--- src/psram_pkg.sv ---
//************************************************************
// shared widths, opcodes and bundles for the PSRAM controller
// imported by the RTL blocks and the testbench
//************************************************************
package psram_pkg;

	// widths with a meaning of their own
	typedef logic [23:0] addr_t;   // byte address inside the device
	typedef logic [7:0]  data_t;   // one data byte
	typedef logic [7:0]  opcode_t; // serial command code
	typedef logic [3:0]  credit_t; // credit count, covers depth up to 8

	// SPI-mode command set, single line only
	localparam opcode_t OP_RSTEN = 8'h66; // reset enable
	localparam opcode_t OP_RST   = 8'h99; // reset, must follow RSTEN
	localparam opcode_t OP_READ  = 8'h03; // slow read, no dummy cycles
	localparam opcode_t OP_WRITE = 8'h02; // write

	// client request, one byte per entry
	typedef struct packed {
		logic  write; // 1 = write, 0 = read
		addr_t addr;  // target byte
		data_t wdata; // write byte, ignored for reads
	} psram_req_t;    // 33 bits

	// one transfer framed by a single ce_n low period
	typedef struct packed {
		opcode_t opcode;    // always sent first
		logic    has_addr;  // append 24 address bits
		addr_t   addr;
		logic    has_wdata; // append the write byte
		data_t   wdata;
		logic    read;      // clock in one byte after the address
	} psram_xfer_t;         // 43 bits

endpackage

--- src/psram_init_seq.sv ---
//************************************************************
// power-up sequencer, waits then sends RSTEN and RST
// owns the SPI driver until init_done goes high
//************************************************************
`timescale 1ns/1ps

module psram_init_seq #(
	parameter int INIT_WAIT = 12800
) (
	input  logic                   clk,
	input  logic                   rst_n,
	input  logic                   seq_busy,
	input  logic                   seq_done,
	output logic                   seq_start,
	output psram_pkg::psram_xfer_t seq_xfer,
	output logic                   init_done
);
	import psram_pkg::*;

	// one extra count so the first command lands two cycles after the wait
	localparam int CNT_W = $clog2(INIT_WAIT + 2);
	localparam logic [CNT_W-1:0] WAIT_LOAD = CNT_W'(INIT_WAIT + 1);

	typedef enum logic [1:0] {
		init_wait,  // device power-up delay
		init_rsten, // reset enable in flight
		init_rst,   // reset in flight
		init_ready  // device usable, stays here
	} init_state_t;

	init_state_t      state;
	logic [CNT_W-1:0] wait_cnt; // counts down the power-up delay

	always_ff @(posedge clk or negedge rst_n) begin
		if (!rst_n) begin
			state     <= init_wait;
			wait_cnt  <= WAIT_LOAD;
			seq_start <= 1'b0;
		end else begin
			seq_start <= 1'b0; // single-cycle pulse
			case (state)
				init_wait: begin
					if (wait_cnt != '0) begin
						wait_cnt <= wait_cnt - 1'b1;
					end else if (!seq_busy) begin
						state     <= init_rsten;
						seq_start <= 1'b1; // launch RSTEN
					end
				end
				init_rsten: begin
					if (seq_done) begin
						state     <= init_rst;
						seq_start <= 1'b1; // RST right behind RSTEN
					end
				end
				init_rst: begin
					if (seq_done) state <= init_ready;
				end
				default: ; // init_ready holds until reset
			endcase
		end
	end

	// bare command, only the opcode differs
	always_comb begin
		seq_xfer        = '0;
		seq_xfer.opcode = (state == init_rst) ? OP_RST : OP_RSTEN;
	end

	assign init_done = (state == init_ready); // sticky until rst_n

endmodule

--- src/psram_spi_driver.sv ---
//************************************************************
// SPI mode 0 serializer, one ce_n frame per transfer
// sclk at half of clk, MSB first, miso sampled on rising sclk
//************************************************************
`timescale 1ns/1ps

module psram_spi_driver (
	input  logic                   clk,
	input  logic                   rst_n,
	input  logic                   xfer_start,
	input  psram_pkg::psram_xfer_t xfer,
	output logic                   xfer_busy,
	output logic                   xfer_done,
	output psram_pkg::data_t       xfer_rdata,
	output logic                   ce_n,
	output logic                   sclk,
	output logic                   mosi,
	input  logic                   miso
);
	import psram_pkg::*;

	localparam int OW      = $bits(opcode_t);
	localparam int AW      = $bits(addr_t);
	localparam int DW      = $bits(data_t);
	localparam int SHIFT_W = OW + AW + DW;       // longest frame, 40 bits
	localparam int CNT_W   = $clog2(SHIFT_W + 1);

	typedef enum logic [1:0] {
		drv_idle,  // ce_n high, waiting for a start
		drv_shift, // bits on the wire
		drv_hold   // last low half before ce_n rises
	} drv_state_t;

	drv_state_t         state;
	logic [SHIFT_W-1:0] shift_q;     // outgoing bits, MSB on mosi
	logic [SHIFT_W-1:0] load_word;
	logic [CNT_W-1:0]   bits_left;   // bits still to clock incl. current
	logic [CNT_W-1:0]   load_bits;
	logic               rd_phase_en; // frame ends with a read byte
	logic               rise_half;   // sclk high, next edge is the falling one

	// frame layout left aligned, opcode then address then data byte
	always_comb begin
		load_word                    = '0;
		load_word[SHIFT_W-1 -: OW]   = xfer.opcode;
		load_bits                    = CNT_W'(OW);
		if (xfer.has_addr) begin
			load_word[SHIFT_W-OW-1 -: AW] = xfer.addr;
			load_bits                     = CNT_W'(OW + AW);
		end
		if (xfer.has_wdata || xfer.read) begin
			load_bits = load_bits + CNT_W'(DW); // read byte clocks zeros out
			if (xfer.has_wdata) begin
				if (xfer.has_addr) load_word[DW-1:0] = xfer.wdata;
				else load_word[SHIFT_W-OW-1 -: DW] = xfer.wdata;
			end
		end
	end

	assign rise_half = (state == drv_shift) && sclk;

	always_ff @(posedge clk or negedge rst_n) begin
		if (!rst_n) begin
			state       <= drv_idle;
			ce_n        <= 1'b1;
			sclk        <= 1'b0;
			mosi        <= 1'b0;
			xfer_busy   <= 1'b0;
			xfer_done   <= 1'b0;
			bits_left   <= '0;
			rd_phase_en <= 1'b0;
		end else begin
			xfer_done <= 1'b0;
			case (state)
				drv_idle: begin
					if (xfer_start) begin
						state       <= drv_shift;
						ce_n        <= 1'b0;                 // setup cycle, first bit out
						mosi        <= load_word[SHIFT_W-1];
						xfer_busy   <= 1'b1;
						bits_left   <= load_bits;
						rd_phase_en <= xfer.read;
					end
				end
				drv_shift: begin
					if (!sclk) begin
						sclk <= 1'b1; // device samples mosi here
					end else begin
						sclk      <= 1'b0;
						bits_left <= bits_left - 1'b1;
						if (bits_left == CNT_W'(1)) begin
							state <= drv_hold;
							mosi  <= 1'b0;
						end else begin
							mosi <= shift_q[SHIFT_W-2]; // next bit during low half
						end
					end
				end
				drv_hold: begin
					state     <= drv_idle;
					ce_n      <= 1'b1;
					xfer_busy <= 1'b0;
					xfer_done <= 1'b1; // same cycle ce_n returns high
				end
				default: state <= drv_idle;
			endcase
		end
	end

	always_ff @(posedge clk) begin
		if (state == drv_idle && xfer_start) shift_q <= load_word;
		else if (rise_half) shift_q <= shift_q << 1;
	end

	// only the trailing byte of a read frame lands here
	always_ff @(posedge clk) begin
		if (rise_half && rd_phase_en && bits_left <= CNT_W'(DW)) begin
			xfer_rdata <= {xfer_rdata[DW-2:0], miso};
		end
	end

endmodule

--- src/psram_ctrl.sv ---
//************************************************************
// request queue with credit return, arbitrates the driver
// between the power-up sequence and client commands
//************************************************************
`timescale 1ns/1ps

module psram_ctrl #(
	parameter int REQ_DEPTH = 4,
	parameter int INIT_WAIT = 12800
) (
	input  logic                   clk,
	input  logic                   rst_n,
	input  logic                   req_valid,
	input  psram_pkg::psram_req_t  req,
	output logic                   credit,
	output logic                   rsp_valid,
	output psram_pkg::data_t       rsp_data,
	output logic                   init_done,
	output logic                   xfer_start,
	output psram_pkg::psram_xfer_t xfer,
	input  logic                   xfer_busy,
	input  logic                   xfer_done,
	input  psram_pkg::data_t       xfer_rdata
);
	import psram_pkg::*;

	localparam int PTR_W = $clog2(REQ_DEPTH);

	typedef enum logic [1:0] {
		ctrl_idle,  // driver belongs to the init sequencer
		ctrl_issue, // ready to launch the queue head
		ctrl_wait   // head transfer on the pins
	} ctrl_state_t;

	ctrl_state_t      state;
	psram_req_t       queue_mem [REQ_DEPTH]; // circular request store
	logic [PTR_W-1:0] wr_ptr;
	logic [PTR_W-1:0] rd_ptr;
	credit_t          q_count;               // occupied entries
	psram_req_t       head;
	psram_xfer_t      head_xfer;
	psram_xfer_t      seq_xfer;
	logic             seq_start;
	logic             seq_busy;
	logic             seq_done;
	logic             q_empty;
	logic             issue;

	psram_init_seq #(
		.INIT_WAIT (INIT_WAIT)
	) i_psram_init_seq (
		.clk       (clk),
		.rst_n     (rst_n),
		.seq_busy  (seq_busy),
		.seq_done  (seq_done),
		.seq_start (seq_start),
		.seq_xfer  (seq_xfer),
		.init_done (init_done)
	);

	function automatic logic [PTR_W-1:0] ptr_next(input logic [PTR_W-1:0] ptr);
		return (ptr == PTR_W'(REQ_DEPTH - 1)) ? '0 : ptr + 1'b1; // wraps for any depth
	endfunction

	assign seq_busy = xfer_busy;
	assign seq_done = xfer_done && (state == ctrl_idle); // done only seen by owner
	assign q_empty  = (q_count == '0);
	assign head     = queue_mem[rd_ptr];

	// byte read or byte write, always with address
	always_comb begin
		head_xfer           = '0;
		head_xfer.opcode    = head.write ? OP_WRITE : OP_READ;
		head_xfer.has_addr  = 1'b1;
		head_xfer.addr      = head.addr;
		head_xfer.has_wdata = head.write;
		head_xfer.wdata     = head.wdata;
		head_xfer.read      = !head.write;
	end

	assign issue      = (state == ctrl_issue) && !q_empty && !xfer_busy;
	assign xfer_start = (state == ctrl_idle) ? seq_start : issue;
	assign xfer       = (state == ctrl_idle) ? seq_xfer : head_xfer;

	// entry freed when its transfer ends
	assign credit    = (state == ctrl_wait) && xfer_done;
	assign rsp_valid = credit && !head.write;
	assign rsp_data  = xfer_rdata;

	always_ff @(posedge clk) begin
		if (req_valid) queue_mem[wr_ptr] <= req;
	end

	always_ff @(posedge clk or negedge rst_n) begin
		if (!rst_n) begin
			state   <= ctrl_idle;
			wr_ptr  <= '0;
			rd_ptr  <= '0;
			q_count <= '0;
		end else begin
			if (req_valid) wr_ptr <= ptr_next(wr_ptr);
			if (credit) rd_ptr <= ptr_next(rd_ptr);
			case ({req_valid, credit})
				2'b10:   q_count <= q_count + 1'b1;
				2'b01:   q_count <= q_count - 1'b1;
				default: ; // push and pop together, no change
			endcase
			case (state)
				ctrl_idle:  if (init_done) state <= ctrl_issue;
				ctrl_issue: if (issue) state <= ctrl_wait;
				ctrl_wait:  if (xfer_done) state <= ctrl_issue;
				default:    state <= ctrl_idle;
			endcase
		end
	end

endmodule

--- src/psram_top.sv ---
//************************************************************
// PSRAM controller top, client request port and SPI pins
//************************************************************
`timescale 1ns/1ps

module psram_top #(
	parameter int REQ_DEPTH = 4,     // queue entries and client credits, 2 to 8
	parameter int INIT_WAIT = 12800  // power-up delay in clk cycles
) (
	input  logic                  clk,
	input  logic                  rst_n,
	input  logic                  req_valid,
	input  psram_pkg::psram_req_t req,
	output logic                  credit,
	output logic                  rsp_valid,
	output psram_pkg::data_t      rsp_data,
	output logic                  init_done,
	output logic                  ce_n,
	output logic                  sclk,
	output logic                  mosi,
	input  logic                  miso
);
	import psram_pkg::*;

	logic        xfer_start;
	logic        xfer_busy;
	logic        xfer_done;
	psram_xfer_t xfer;       // framed command toward the pins
	data_t       xfer_rdata; // byte shifted in on reads

	psram_ctrl #(
		.REQ_DEPTH (REQ_DEPTH),
		.INIT_WAIT (INIT_WAIT)
	) i_psram_ctrl (
		.clk        (clk),
		.rst_n      (rst_n),
		.req_valid  (req_valid),
		.req        (req),
		.credit     (credit),
		.rsp_valid  (rsp_valid),
		.rsp_data   (rsp_data),
		.init_done  (init_done),
		.xfer_start (xfer_start),
		.xfer       (xfer),
		.xfer_busy  (xfer_busy),
		.xfer_done  (xfer_done),
		.xfer_rdata (xfer_rdata)
	);

	psram_spi_driver i_psram_spi_driver (
		.clk        (clk),
		.rst_n      (rst_n),
		.xfer_start (xfer_start),
		.xfer       (xfer),
		.xfer_busy  (xfer_busy),
		.xfer_done  (xfer_done),
		.xfer_rdata (xfer_rdata),
		.ce_n       (ce_n),
		.sclk       (sclk),
		.mosi       (mosi),
		.miso       (miso)
	);

endmodule

--- config.mk ---
export PLATFORM = sky130hd
export DESIGN_NAME = psram_top
export DESIGN_NICKNAME = d
export VERILOG_FILES = /design/src/psram_pkg.sv /design/src/psram_init_seq.sv /design/src/psram_spi_driver.sv /design/src/psram_ctrl.sv /design/src/psram_top.sv
export SDC_FILE = /design/constraint.sdc
export NUM_CORES = 1
export LEC_CHECK = 0
export BUFFER_PORTS_ARGS = -buffer_cell sky130_fd_sc_hd__buf_2
export CORE_MARGIN = 2
export CORE_UTILIZATION = 35
export CTS_CLUSTER_DIAMETER = 40
export DETAILED_ROUTE_END_ITERATION = 8
export SYNTH_ARGS = -nofsm -noshare
export SYNTH_HDL_FRONTEND = slang
export SYNTH_HIERARCHICAL = 1
export SYNTH_SLANG_ARGS = --single-unit
--- constraint.sdc ---
create_clock -name clk -period 6.5 [get_ports clk]
set_clock_uncertainty 0.2 [all_clocks]
set_input_delay 0.325 -clock clk [delete_from_list [all_inputs] [get_ports clk]]
set_output_delay 0.325 -clock clk [all_outputs]
set_load 0.1 [all_outputs]
==> reports/qor.txt, run 1 <==
Final layout net count: 820
Postcts setup bufs: 0
Top post-synthesis cells by count: edfxtp_1, nand2_1, buf_4
HPWL Detailed: 9930 um
Crit path from: i_psram_ctrl/rd_ptr[0]
CP endpoint kind: primary output
Critical path destination: rsp_valid
Largest cells by area after synthesis: edfxtp_1, dfrtp_1, mux4_2
Synthesized instance count: 677
Total gr overflow: 0
TritonCTS Sinks: 220
Seq/Total Area, Yosys: 64.5%
Synth cell types: 60
GRT Total Usage: 12.2%
# rows: 61
Top-count cell post-synth: edfxtp_1
N_diodes: 0
Area of the multi-input gates: 0.00304 sq mm
Die Y: 173 um
Post-route setup slack: 3.02 ns
Initial antenna violation count: 0
Die Area: 0.0298 sq mm
Fin crit share: 53.6%
Detailed Routing Iterations Pass 1: 4
CTS tree: done
#FFs+latches synth: 220
CP required: 5.97 ns
DRT antenna net count: 0
Hold Violations, Final: 0
Mapped cell area: 0.00994 sq mm
Number of enable flip-flop cells after synthesis: 179
Final core occ: 42.9%
Root Driver: clkbuf_16
Fin area: 0.0119 sq mm
Slew Limit Headroom: 26.9%
Dpl cells: 1070
Total Routed Length: 17800 um
Worst-path maximum fanout: 20
Final setup viols: 0
RSZ-0062 raised after global routing: no
Layout fillers: 2513
Share of the synthesized area in the top cell type: 54.1%
Post-place setup slack: 3.22 ns
CTS clock-pin slew for the worst setup and hold paths: 0.05 ns
PortBufs: 50
Min Hold Slack: 0.243 ns
R2r endpoint: i_psram_spi_driver/bits_left[3]
Reg2Reg Setup Slack: 3.25 ns
Residual DRC: 0
Layer carrying the most global-route usage: met2
Mean Syn Cell Area: 14.7 sq um
Largest net degree at the start of global routing: 45
PwrDens: 407 mW/mm^2
# IOs: 51
Met1 GRT Util: 16.0%
Most used DFF post-synth: edfxtp_1
Max Cap Viol: 0
Ys async rst share: 18.6%
TNS Setup: 0 ns
First-pass GRT wire length: 29200 um
Leakage power: 4.57 nW
Drt via density: 4.66
Met2 Use GR: 20.2%
Area Overhead vs Synth: 20.2%
R2R cell count: 8
WS Path Type: reg -> out
Fraction of layout cells with a size suffix above 1: 25.7%
Sequential Area: 0.00641 sq mm
Slew @ Worst Pin: 1.09 ns
Slew Viols, Final: 0
Worst VDD drop: 204 uV
Min-Delay Path Class: reg -> reg
Core footprint: 0.0279 sq mm
Worst hold start: i_psram_spi_driver/xfer_rdata[5]
Worst skew pair latency: 0.52 ns
Total power: 4.86 mW
Worst r2r src: i_psram_ctrl/rd_ptr[0]
WP data arrival: 2.96 ns
Clock tree buffer depth: 3
Cell Area, Placed: 0.0103 sq mm
Yosys warning total: 6
Final Critical Period: 3.48 ns
Iteration-0 DRC Markers: 275
Fmax: 0.287 GHz
Die width: 173 um
Routed vias: 5462
Met3 usage: 2.72%
Initial Utilization: 35.7%
Drt wl/cell: 15.2 um
H-tree levels: 2
CP startpoint kind: register
Post-Layout Cell Count: 1172
Yosys top cell by area: edfxtp_1
Clock buffer count from CTS: 36
Routability congestion estimate from global placement: 0.736
Status: completed
Number of global-route vias before repair: 5540
## worst max-delay path, stage by stage (launching register included)
cell and delay, ns:
dfrtp_2 0.74, buf_4 0.46, mux4_2 0.56, nor2_1 0.20, buf_2 0.46
## worst min-delay path by stage
| stage | endpoint | slack, ns | cells after the start |
|---|---|---|---|
| final | i_psram_spi_driver/xfer_rdata[6] | 0.24 | 0 |
| after global routing | i_psram_spi_driver/xfer_rdata[3] | 0.26 | 0 |
| after CTS | i_psram_spi_driver/xfer_rdata[6] | 0.25 | 0 |
| after detailed placement | i_psram_spi_driver/xfer_rdata[6] | 0.23 | 0 |
| after global placement | i_psram_spi_driver/xfer_rdata[7] | 0.24 | 0 |
| after floorplan | i_psram_ctrl/i_psram_init_seq/seq_start | -0.17 | 0 |
## power by group
part	switching [mW]	internal, mW
Combinational	0.520	0.304
Sequential	0.130	1.94
Clock	0.694	1.27
## cells in the final DEF (no fill, tap or decap), types with 7 or more instances in the layout
cell type      count
mux2_2            34
conb_1            35
a221oi_1           7
buf_4             10
nor3_1             7
xor2_1            13
a21oi_1           10
buf_2             50
and2_1            11
clkbuf_16         37
dfrtp_1           35
nand3_1           26
ha_1              17
dlygate4sd3_1     36
mux4_2            29
o21ai_0           10
edfxtp_1         179
nor2_1            29
nand2_1           91
inv_1             15
## repair_timing
item | CTS | global route
setup endpoints to repair | 0 | 0
hold buffers | 36 | 0
gates resized for setup | 0 | 0
hold endpoints to repair | 171 | 0
## metal layers
metal	vias to the layer above	wire length, um
met5	-	0
met3	33	745
met1	2719	8110
met2	89	8570
met4	0	354
li1	2621	-
## flip-flops by register name (all words and copies together) (netlist names), 4 cells and up
| register | count |
|---|---|
| i_psram_spi_driver/xfer_rdata | 8 |
| i_psram_ctrl/i_psram_init_seq/wait_cnt | 14 |
| i_psram_spi_driver/bits_left | 6 |
| i_psram_spi_driver/shift_q | 39 |
| i_psram_ctrl/q_count | 4 |
| i_psram_ctrl/queue_mem | 132 |
## area by class of cell
type / count / area share, %
multi-input cells: 396 / 25.5
clock buffers: 40 / 7.93
repair buffers: 96 / 5.74
clock inverters: 26 / 2.76
inverters: 16 / 0.503
flip-flops and latches: 220 / 53.6
well taps: 378 / 3.96
## kinds of logic (layout without fill, tap and decap cells)
| logic type | Yosys count | count (layout) | synth area share, % |
|---|---|---|---|
| flip-flops | 220 | 220 | 64.5 |
| multiplexers | 70 | 70 | 11.8 |
| buffers and inverters | 95 | 178 | 6.29 |
| other | 1 | 35 | 0.0377 |
| AND/OR/NAND/NOR | 208 | 208 | 10.2 |
| AO/OA/AOI/OAI | 50 | 50 | 3.70 |
| XOR/XNOR | 16 | 16 | 1.41 |
| adder cells (fa/ha/maj) | 17 | 17 | 2.14 |
(Power assumes the default switching activity.)
==> run 2, diff against run 1 <==
--- a/config.mk
+++ b/config.mk
@@ -5,6 +5,7 @@
 export SDC_FILE = /design/constraint.sdc
 export NUM_CORES = 1
 export LEC_CHECK = 0
+export ABC_AREA = 1
 export BUFFER_PORTS_ARGS = -buffer_cell sky130_fd_sc_hd__buf_2
 export CORE_MARGIN = 2
 export CORE_UTILIZATION = 35
==> constraint.sdc (replaced) <==
create_clock -name clk -period 3.16 [get_ports clk]
set_clock_uncertainty 0.2 [all_clocks]
set_input_delay 0.158 -clock clk [delete_from_list [all_inputs] [get_ports clk]]
set_output_delay 0.158 -clock clk [all_outputs]
set_load 0.1 [all_outputs]
==> reports/qor.txt, run 2 <==
Status: completed
CTS tree: done
Worst VDD drop: 388 uV (+90%)
First-pass GRT wire length: 33800 um (+15%)
Worst-path maximum fanout: 19 (-5.0%)
Routability congestion estimate from global placement: 0.743 (+0.94%)
Min Hold Slack: 0.149 ns (-0.0940 ns)
Root Driver: clkbuf_16
Detailed Routing Iterations Pass 1: 7 (+3)
Top-count cell post-synth: nand2_1
Number of global-route vias before repair: 6619 (+19%)
Mapped cell area: 0.0103 sq mm (+3.7%)
Fraction of layout cells with a size suffix above 1: 13.6% (-12 points)
Top post-synthesis cells by count: nand2_1, nor2_1, edfxtp_1
Synth Area in Simple Gates: 18.5% (+8.3 points)
N_diodes: 0 (unchanged)
Synth cell types: 35 (-42%)
Leakage power: 5.13 nW (+12%)
Clock tree buffer depth: 3 (unchanged)
H-tree levels: 2 (unchanged)
Compound-cell area share of the yosys netlist: 8.20% (+4.5 points)
DRT antenna net count: 0 (unchanged)
HPWL Detailed: 12000 um (+21%)
Hold Violations, Final: 0 (unchanged)
Iteration-0 DRC Markers: 477 (+73%)
Fin crit share: 73.6%
Initial Utilization: 35.7% (+0.052 points)
Number of enable flip-flop cells after synthesis: 179 (unchanged)
Biggest regs: i_psram_ctrl/queue_mem x132, i_psram_spi_driver/shift_q x39, i_psram_ctrl/i_psram_init_seq/wait_cnt x14
Max Cap Viol: 0 (unchanged)
Adder-Cell Fraction of Synth Area: 2.06% (-0.077 points)
Final layout net count: 1160 (+41%)
Area Overhead vs Synth: 18.2%
Residual DRC: 0 (unchanged)
Post-CTS Resized: 0 (unchanged)
TNS Setup: 0 ns (unchanged)
Area of the multi-input gates: 0.00316 sq mm (+3.8%)
Drt via density: 4.53 (-2.7%)
CP startpoint kind: register
WS Path Type: reg -> reg
GRT Total Usage: 13.6% (+1.4 points)
PwrDens: 869 mW/mm^2 (+110%)
Total gr overflow: 0 (unchanged)
Commonest non-fill, non-tap cell in the layout: nand2_1
# IOs: 51 (unchanged)
Routed vias: 6882 (+26%)
Final Critical Period: 2.33 ns
Postcts setup bufs: 0 (unchanged)
RSZ-0062 raised after global routing: no
Die Area: 0.0308 sq mm (+3.6%)
Sequential Area: 0.00641 sq mm (unchanged)
Max reg flops: 132 (unchanged)
Post-synthesis mux area share: 0% (-12 points)
CTS clock-pin slew for the worst setup and hold paths: 0.05 ns (about the same)
Min-Delay Path Class: in -> async
PortBufs: 50 (unchanged)
CP required: 3.35 ns (-2.62 ns)
Drt wl/cell: 13.5 um (-11%)
Slew @ Worst Pin: 0.971 ns (-0.123 ns)
Slew Limit Headroom: 35.3% (+8.4 points)
Most used DFF post-synth: edfxtp_1
Synthesized instance count: 1027 (+52%)
Most frequent cells in the layout: nand2_1, nor2_1, edfxtp_1
Fmax: 0.430 GHz
Largest cells by area after synthesis: edfxtp_1, dfrtp_1, nand2_1
Seq/Total Area, Yosys: 62.1% (-2.3 points)
Top reg by flops: i_psram_ctrl/queue_mem
CP endpoint kind: register
Mean Syn Cell Area: 10.0 sq um (-32%)
Final setup viols: 0 (unchanged)
Ys async rst share: 18.6% (unchanged)
Worst skew pair latency: 0.52 ns (about the same)
Clock buffer count from CTS: 37 (+2.8%)
Share of the synthesized area in the top cell type: 52.1% (-1.9 points)
# rows: 62 (+1.6%)
Largest family of logic cells by synthesized area: simple AND/OR/NAND/NOR gates
Core footprint: 0.0289 sq mm (+3.6%)
TritonCTS Sinks: 220 (unchanged)
Layout fillers: 2778 (+11%)
Total Routed Length: 20500 um (+15%)
Die Y: 176 um (+1.8%)
#FFs+latches synth: 220 (unchanged)
Yosys warning total: 6 (unchanged)
Die width: 176 um (+1.8%)
WP data arrival: 2.51 ns (-0.45 ns)
Yosys top cell by area: edfxtp_1
Xor/xnor share of the synthesized area: 0.595% (-0.82 points)
Initial antenna violation count: 0 (unchanged)
Largest net degree at the start of global routing: 58 (+29%)
Slew Viols, Final: 0 (unchanged)
-- run 2: cell count changes in the layout (fill, tap and decap cells not counted), moves of 7 or more --
cell | before | now
nor2_1 | 29 | 199
nand2_1 | 91 | 224
o21ai_0 | 10 | 69
o21ai_1 | 2 | 44
inv_1 | 15 | 50
mux2_2 | 34 | 0
a31oi_1 | 1 | 32
mux4_2 | 29 | 0
and2_1 | 11 | 0
xor2_1 | 13 | 4
a221oi_1 | 7 | 0
inv_2 | 0 | 7
-- run 2: layout make-up --
type | count | share of cell area [%]
clock buffer | 42 | 7.75
clock inverter | 25 | 2.12
inverter | 57 | 1.76
multi-input combinational | 691 | 25.9
sequential | 220 | 52.6
tap | 384 | 3.94
timing repair buffer | 99 | 5.93
-- run 2: routing by layer --
metal	global-route usage, %	share of wire, %	wire length, um	up-vias
met1	17.7	46	9420	3191
li1	-	-	-	3519
met2	22.9	47	9620	127
met3	2.66	4.6	931	45
met5	0	0	0	-
met4	4.68	2.3	480	0
-- run 2: critical path, stage by stage, from the launching register on --
cell and delay, ns:
dfrtp_1 0.43, nor2_4 0.18, inv_2 0.08, or2_2 0.46
inv_2 0.29, ha_1 0.28, nand2_1 0.06, o21ai_0 0.08
nand2_1 0.07, nand2_1 0.06
-- run 2: kinds of logic after synthesis --
logic type      Yosys count
simple gates            472
buf+inv                 150
fa+ha+maj                17
compound gates          160
xor+xnor                  7
flops                   220
other cells               1
-- run 2: what timing repair did --
item / 4_1_cts / 5_1_grt
setup endpoints to repair: 0 / 0
endpoints found under the hold margin: 171 / 0
hold buffers: 36 / 0
-- run 2: stage by stage --
step	utilization [%]	power, mW	instances	area [sq um]	worst slack, ns
after floorplan	-	6.25	1061	10400	0.564
after global placement	36.8	6.74	1415	10600	0.919
after detailed placement	36.8	6.78	1415	10600	0.877
after CTS	42.2	10.7	1518	12200	0.851
after global routing	42.2	11.2	1518	12200	0.671
final	42.2	10.6	1518	12200	0.835
-- run 2: final timing paths --
path,cells after the start,slack (ns),startpoint,end
max,9,0.83,i_psram_ctrl/state[1],i_psram_spi_driver/bits_left[3]
min,2,0.15,rst_n,i_psram_ctrl/i_psram_init_seq/wait_cnt[11]
max reg2reg,9,0.83,i_psram_ctrl/state[1],i_psram_spi_driver/bits_left[3]
min reg2reg,0,0.25,i_psram_spi_driver/xfer_rdata[1],i_psram_spi_driver/xfer_rdata[2]
max in group asynchronous,2,1.95,rst_n,i_psram_ctrl/rd_ptr[0]
min in group clk,2,0.17,miso,i_psram_spi_driver/xfer_rdata[0]
-- run 2: where the power goes --
| group | internal [mW] | switching, mW | total [mW] |
|---|---|---|---|
| clock network | 2.43 | 1.42 | 3.85 |
| logic | 0.684 | 1.74 | 2.42 |
| registers | 4.05 | 0.266 | 4.32 |
| total | 7.17 | 3.42 | 10.6 |
==> run 3, diff against run 2 <==
==> constraint.sdc (replaced) <==
create_clock -name clk -period 2 [get_ports clk]
set_clock_uncertainty 0.2 [all_clocks]
set_input_delay 0.1 -clock clk [delete_from_list [all_inputs] [get_ports clk]]
set_output_delay 0.1 -clock clk [all_outputs]
set_load 0.1 [all_outputs]
==> reports/qor.txt, run 3 (synthesized netlist as in run 2, its figures left out) <==
Clock tree buffer depth: 3 (unchanged)
Largest net degree at the start of global routing: 67 (+16%)
# rows: 62 (unchanged)
# IOs: 51 (unchanged)
WP data arrival: 2.23 ns (-0.28 ns)
Worst-path maximum fanout: 5 (-14)
Max stage delay on crit path: 0.45 ns (about the same)
Status: finished with violations
Initial antenna violation count: 1 (+1)
Most frequent cells in the layout: nand2_1, nor2_1, edfxtp_1
Core footprint: 0.0289 sq mm (unchanged)
Drt wl/cell: 13.6 um (+1.2%)
Max reg flops: 132 (unchanged)
Post-Layout Cell Count: 1547 (+1.9%)
Initial Utilization: 35.7% (unchanged)
CP startpoint kind: register
Die Y: 176 um (unchanged)
Reg2Reg Setup Slack: -0.001 ns (-0.84 ns)
H-tree levels: 2 (unchanged)
Commonest non-fill, non-tap cell in the layout: nand2_1
Min-Delay Path Class: in -> reg
Area Overhead vs Synth: 23.6%
Worst skew pair latency: 0.51 ns (about the same)
Detailed Routing Iterations Pass 1: 5 (-2)
Clock network power share: 34.2% (-2.1 points)
Crit-path slowest cell: dfrtp_2
Crit-path cells: inv_2, nand2_1, nand2_1, nand2_1, o21ai_2, or2_1, nand2_1, or2_4, ha_4, nand2_2, o21ai_1, nand2_1, nand2_1
Final setup viols: 1 (+1)
Final layout net count: 1189 (+2.5%)
Net Sw Frac: 32.2% (-0.071 points)
Drt via density: 4.49 (-0.98%)
CTS tree: done
Post-route setup slack: -0.00128 ns (-0.836 ns)
CP most frequent cell: nand2_1
Post-place setup slack: 0.0301 ns (-0.847 ns)
Biggest regs: i_psram_ctrl/queue_mem x132, i_psram_spi_driver/shift_q x39, i_psram_ctrl/i_psram_init_seq/wait_cnt x14
PortBufs: 50 (unchanged)
WHS Endpoint: i_psram_ctrl/queue_mem[3][14]
RSZ-0062 raised after global routing: yes
Routability congestion estimate from global placement: 0.766 (+3.1%)
Worst r2r src: i_psram_ctrl/rd_ptr[0]
Max Cap Viol: 0 (unchanged)
Die Area: 0.0308 sq mm (unchanged)
Area of the multi-input gates: 0.00325 sq mm (+2.9%)
GRT Total Usage: 13.7% (+0.10 points)
HPWL Detailed: 12300 um (+2.7%)
Reg power frac: 40.0% (-0.8 points)
Power Internal: 11.5 mW (+61%)
Total gr overflow: 0 (unchanged)
Die width: 176 um (unchanged)
Hold Violations, Final: 0 (unchanged)
CTS clock-pin slew for the worst setup and hold paths: 0.05 ns (about the same)
R2R cell count: 13 (+4)
Root Driver: clkbuf_16
R2r endpoint: i_psram_spi_driver/bits_left[3]
Slew @ Worst Pin: 0.837 ns (-0.134 ns)
Final core occ: 44.2% (+1.9 points)
Failing checks: negative setup slack
Sequential Area: 0.00641 sq mm (about the same)
Fraction of layout cells with a size suffix above 1: 17.0% (+3.5 points)
Top reg by flops: i_psram_ctrl/queue_mem
Final Critical Period: 2.00 ns (-0.324 ns)
Worst VDD drop: 787 uV (+100%)
Combinational share of power: 25.9% (+3.0 points)
Total Routed Length: 21100 um (+3.1%)
Fin crit share: 100% (+26 points)
Routed vias: 6945 (+0.92%)
DRT antenna net count: 0 (unchanged)
Slew Limit Headroom: 44.0% (+8.7 points)
Iteration-0 DRC Markers: 466 (-2.3%)
Leakage power: 5.34 nW (+4.0%)
Fmax: 0.500 GHz (+16%)
Number of global-route vias before repair: 6760 (+2.1%)
Sw Pwr: 5.48 mW (+60%)
CP endpoint kind: register
Worst Hold Depth: 2
Min Hold Slack: 0.133 ns (-0.0158 ns)
WS Path Type: reg -> reg
TritonCTS Sinks: 220 (unchanged)
Worst hold start: req[14]
PwrDens: 1330 mW/mm^2 (+53%)
Dpl cells: 1439 (+1.7%)
First-pass GRT wire length: 34200 um (+1.1%)
CP required: 2.23 ns (-1.12 ns)
Layout fillers: 2746 (-1.2%)
Slew Viols, Final: 0 (unchanged)
Residual DRC: 0 (unchanged)
Clock buffer count from CTS: 35 (-5.4%)
[run 3: final cells by class]
type / count / area share (%)
inverters: 57 / 1.75
repair buffers: 130 / 9.59
clock inverters: 22 / 1.82
clock buffers: 42 / 7.23
well taps: 384 / 3.77
multi-input cells: 691 / 25.5
diodes: 1 / 0.0196
flip-flops and latches: 220 / 50.3
[run 3: how the worst max path moves through the flow]
stage	depth (start not counted)	startpoint	endpoint	slack (ns)
floorplan	7	i_psram_ctrl/rd_ptr[0]	rsp_valid	-0.35
global placement	8	i_psram_ctrl/rd_ptr[0]	i_psram_spi_driver/shift_q[7]	-0.05
detailed placement	9	i_psram_ctrl/rd_ptr[0]	i_psram_spi_driver/shift_q[29]	0.03
CTS	9	i_psram_ctrl/rd_ptr[0]	i_psram_spi_driver/shift_q[29]	0.0007
global route	13	i_psram_ctrl/rd_ptr[0]	i_psram_spi_driver/bits_left[3]	-0.13
finish	13	i_psram_ctrl/rd_ptr[0]	i_psram_spi_driver/bits_left[3]	-0.001
[run 3: power groups by stage]
stage / registers (mW) / clock network (mW) / logic (mW)
2_1_floorplan: 6.99 / 0 / 3.00
3_3_place_gp: 6.86 / 0 / 4.18
3_5_place_dp: 6.87 / 0 / 4.27
4_1_cts: 6.80 / 5.97 / 4.35
5_1_grt: 6.91 / 6.18 / 5.00
6_report: 6.79 / 5.80 / 4.39
[run 3: critical path: cells and delay by family (launching register included)]
kind                       cells  cell delay, ns
adders and majority gates      1            0.26
buffers and inverters          1            0.08
and+or+nand+nor                9            0.77
AOI/OAI and AO/OA              2            0.16
DFF                            1            0.45
[run 3: timing repair]
action | 4_1_cts | 5_1_grt
gates resized for setup | 4 | 14
pin swaps | 0 | 9
gates cloned | 0 | 2
setup buffers | 1 | 2
hold buffers | 38 | 0
setup endpoints to repair | 3 | 63
endpoints found under the hold margin | 176 | 0
[run 3: through the flow]
stage           TNS, ns  instance area [sq um]  total power, mW
2_1_floorplan     -1.31                  10500             9.99
3_3_place_gp    -0.0463                  11100             11.0
3_5_place_dp          0                  11100             11.1
4_1_cts               0                  12600             17.1
5_1_grt           -1.10                  12700             18.1
6_report       -0.00128                  12700             17.0
[run 3: per-layer routing]
layer / up-vias / GRT usage (%) / wire (um)
met5: - / 0 / 0
met4: 0 / 4.41 / 400
met3: 31 / 2.81 / 879
met2: 114 / 23.1 / 10000
met1: 3219 / 17.8 / 9820
li1: 3581 / - / -
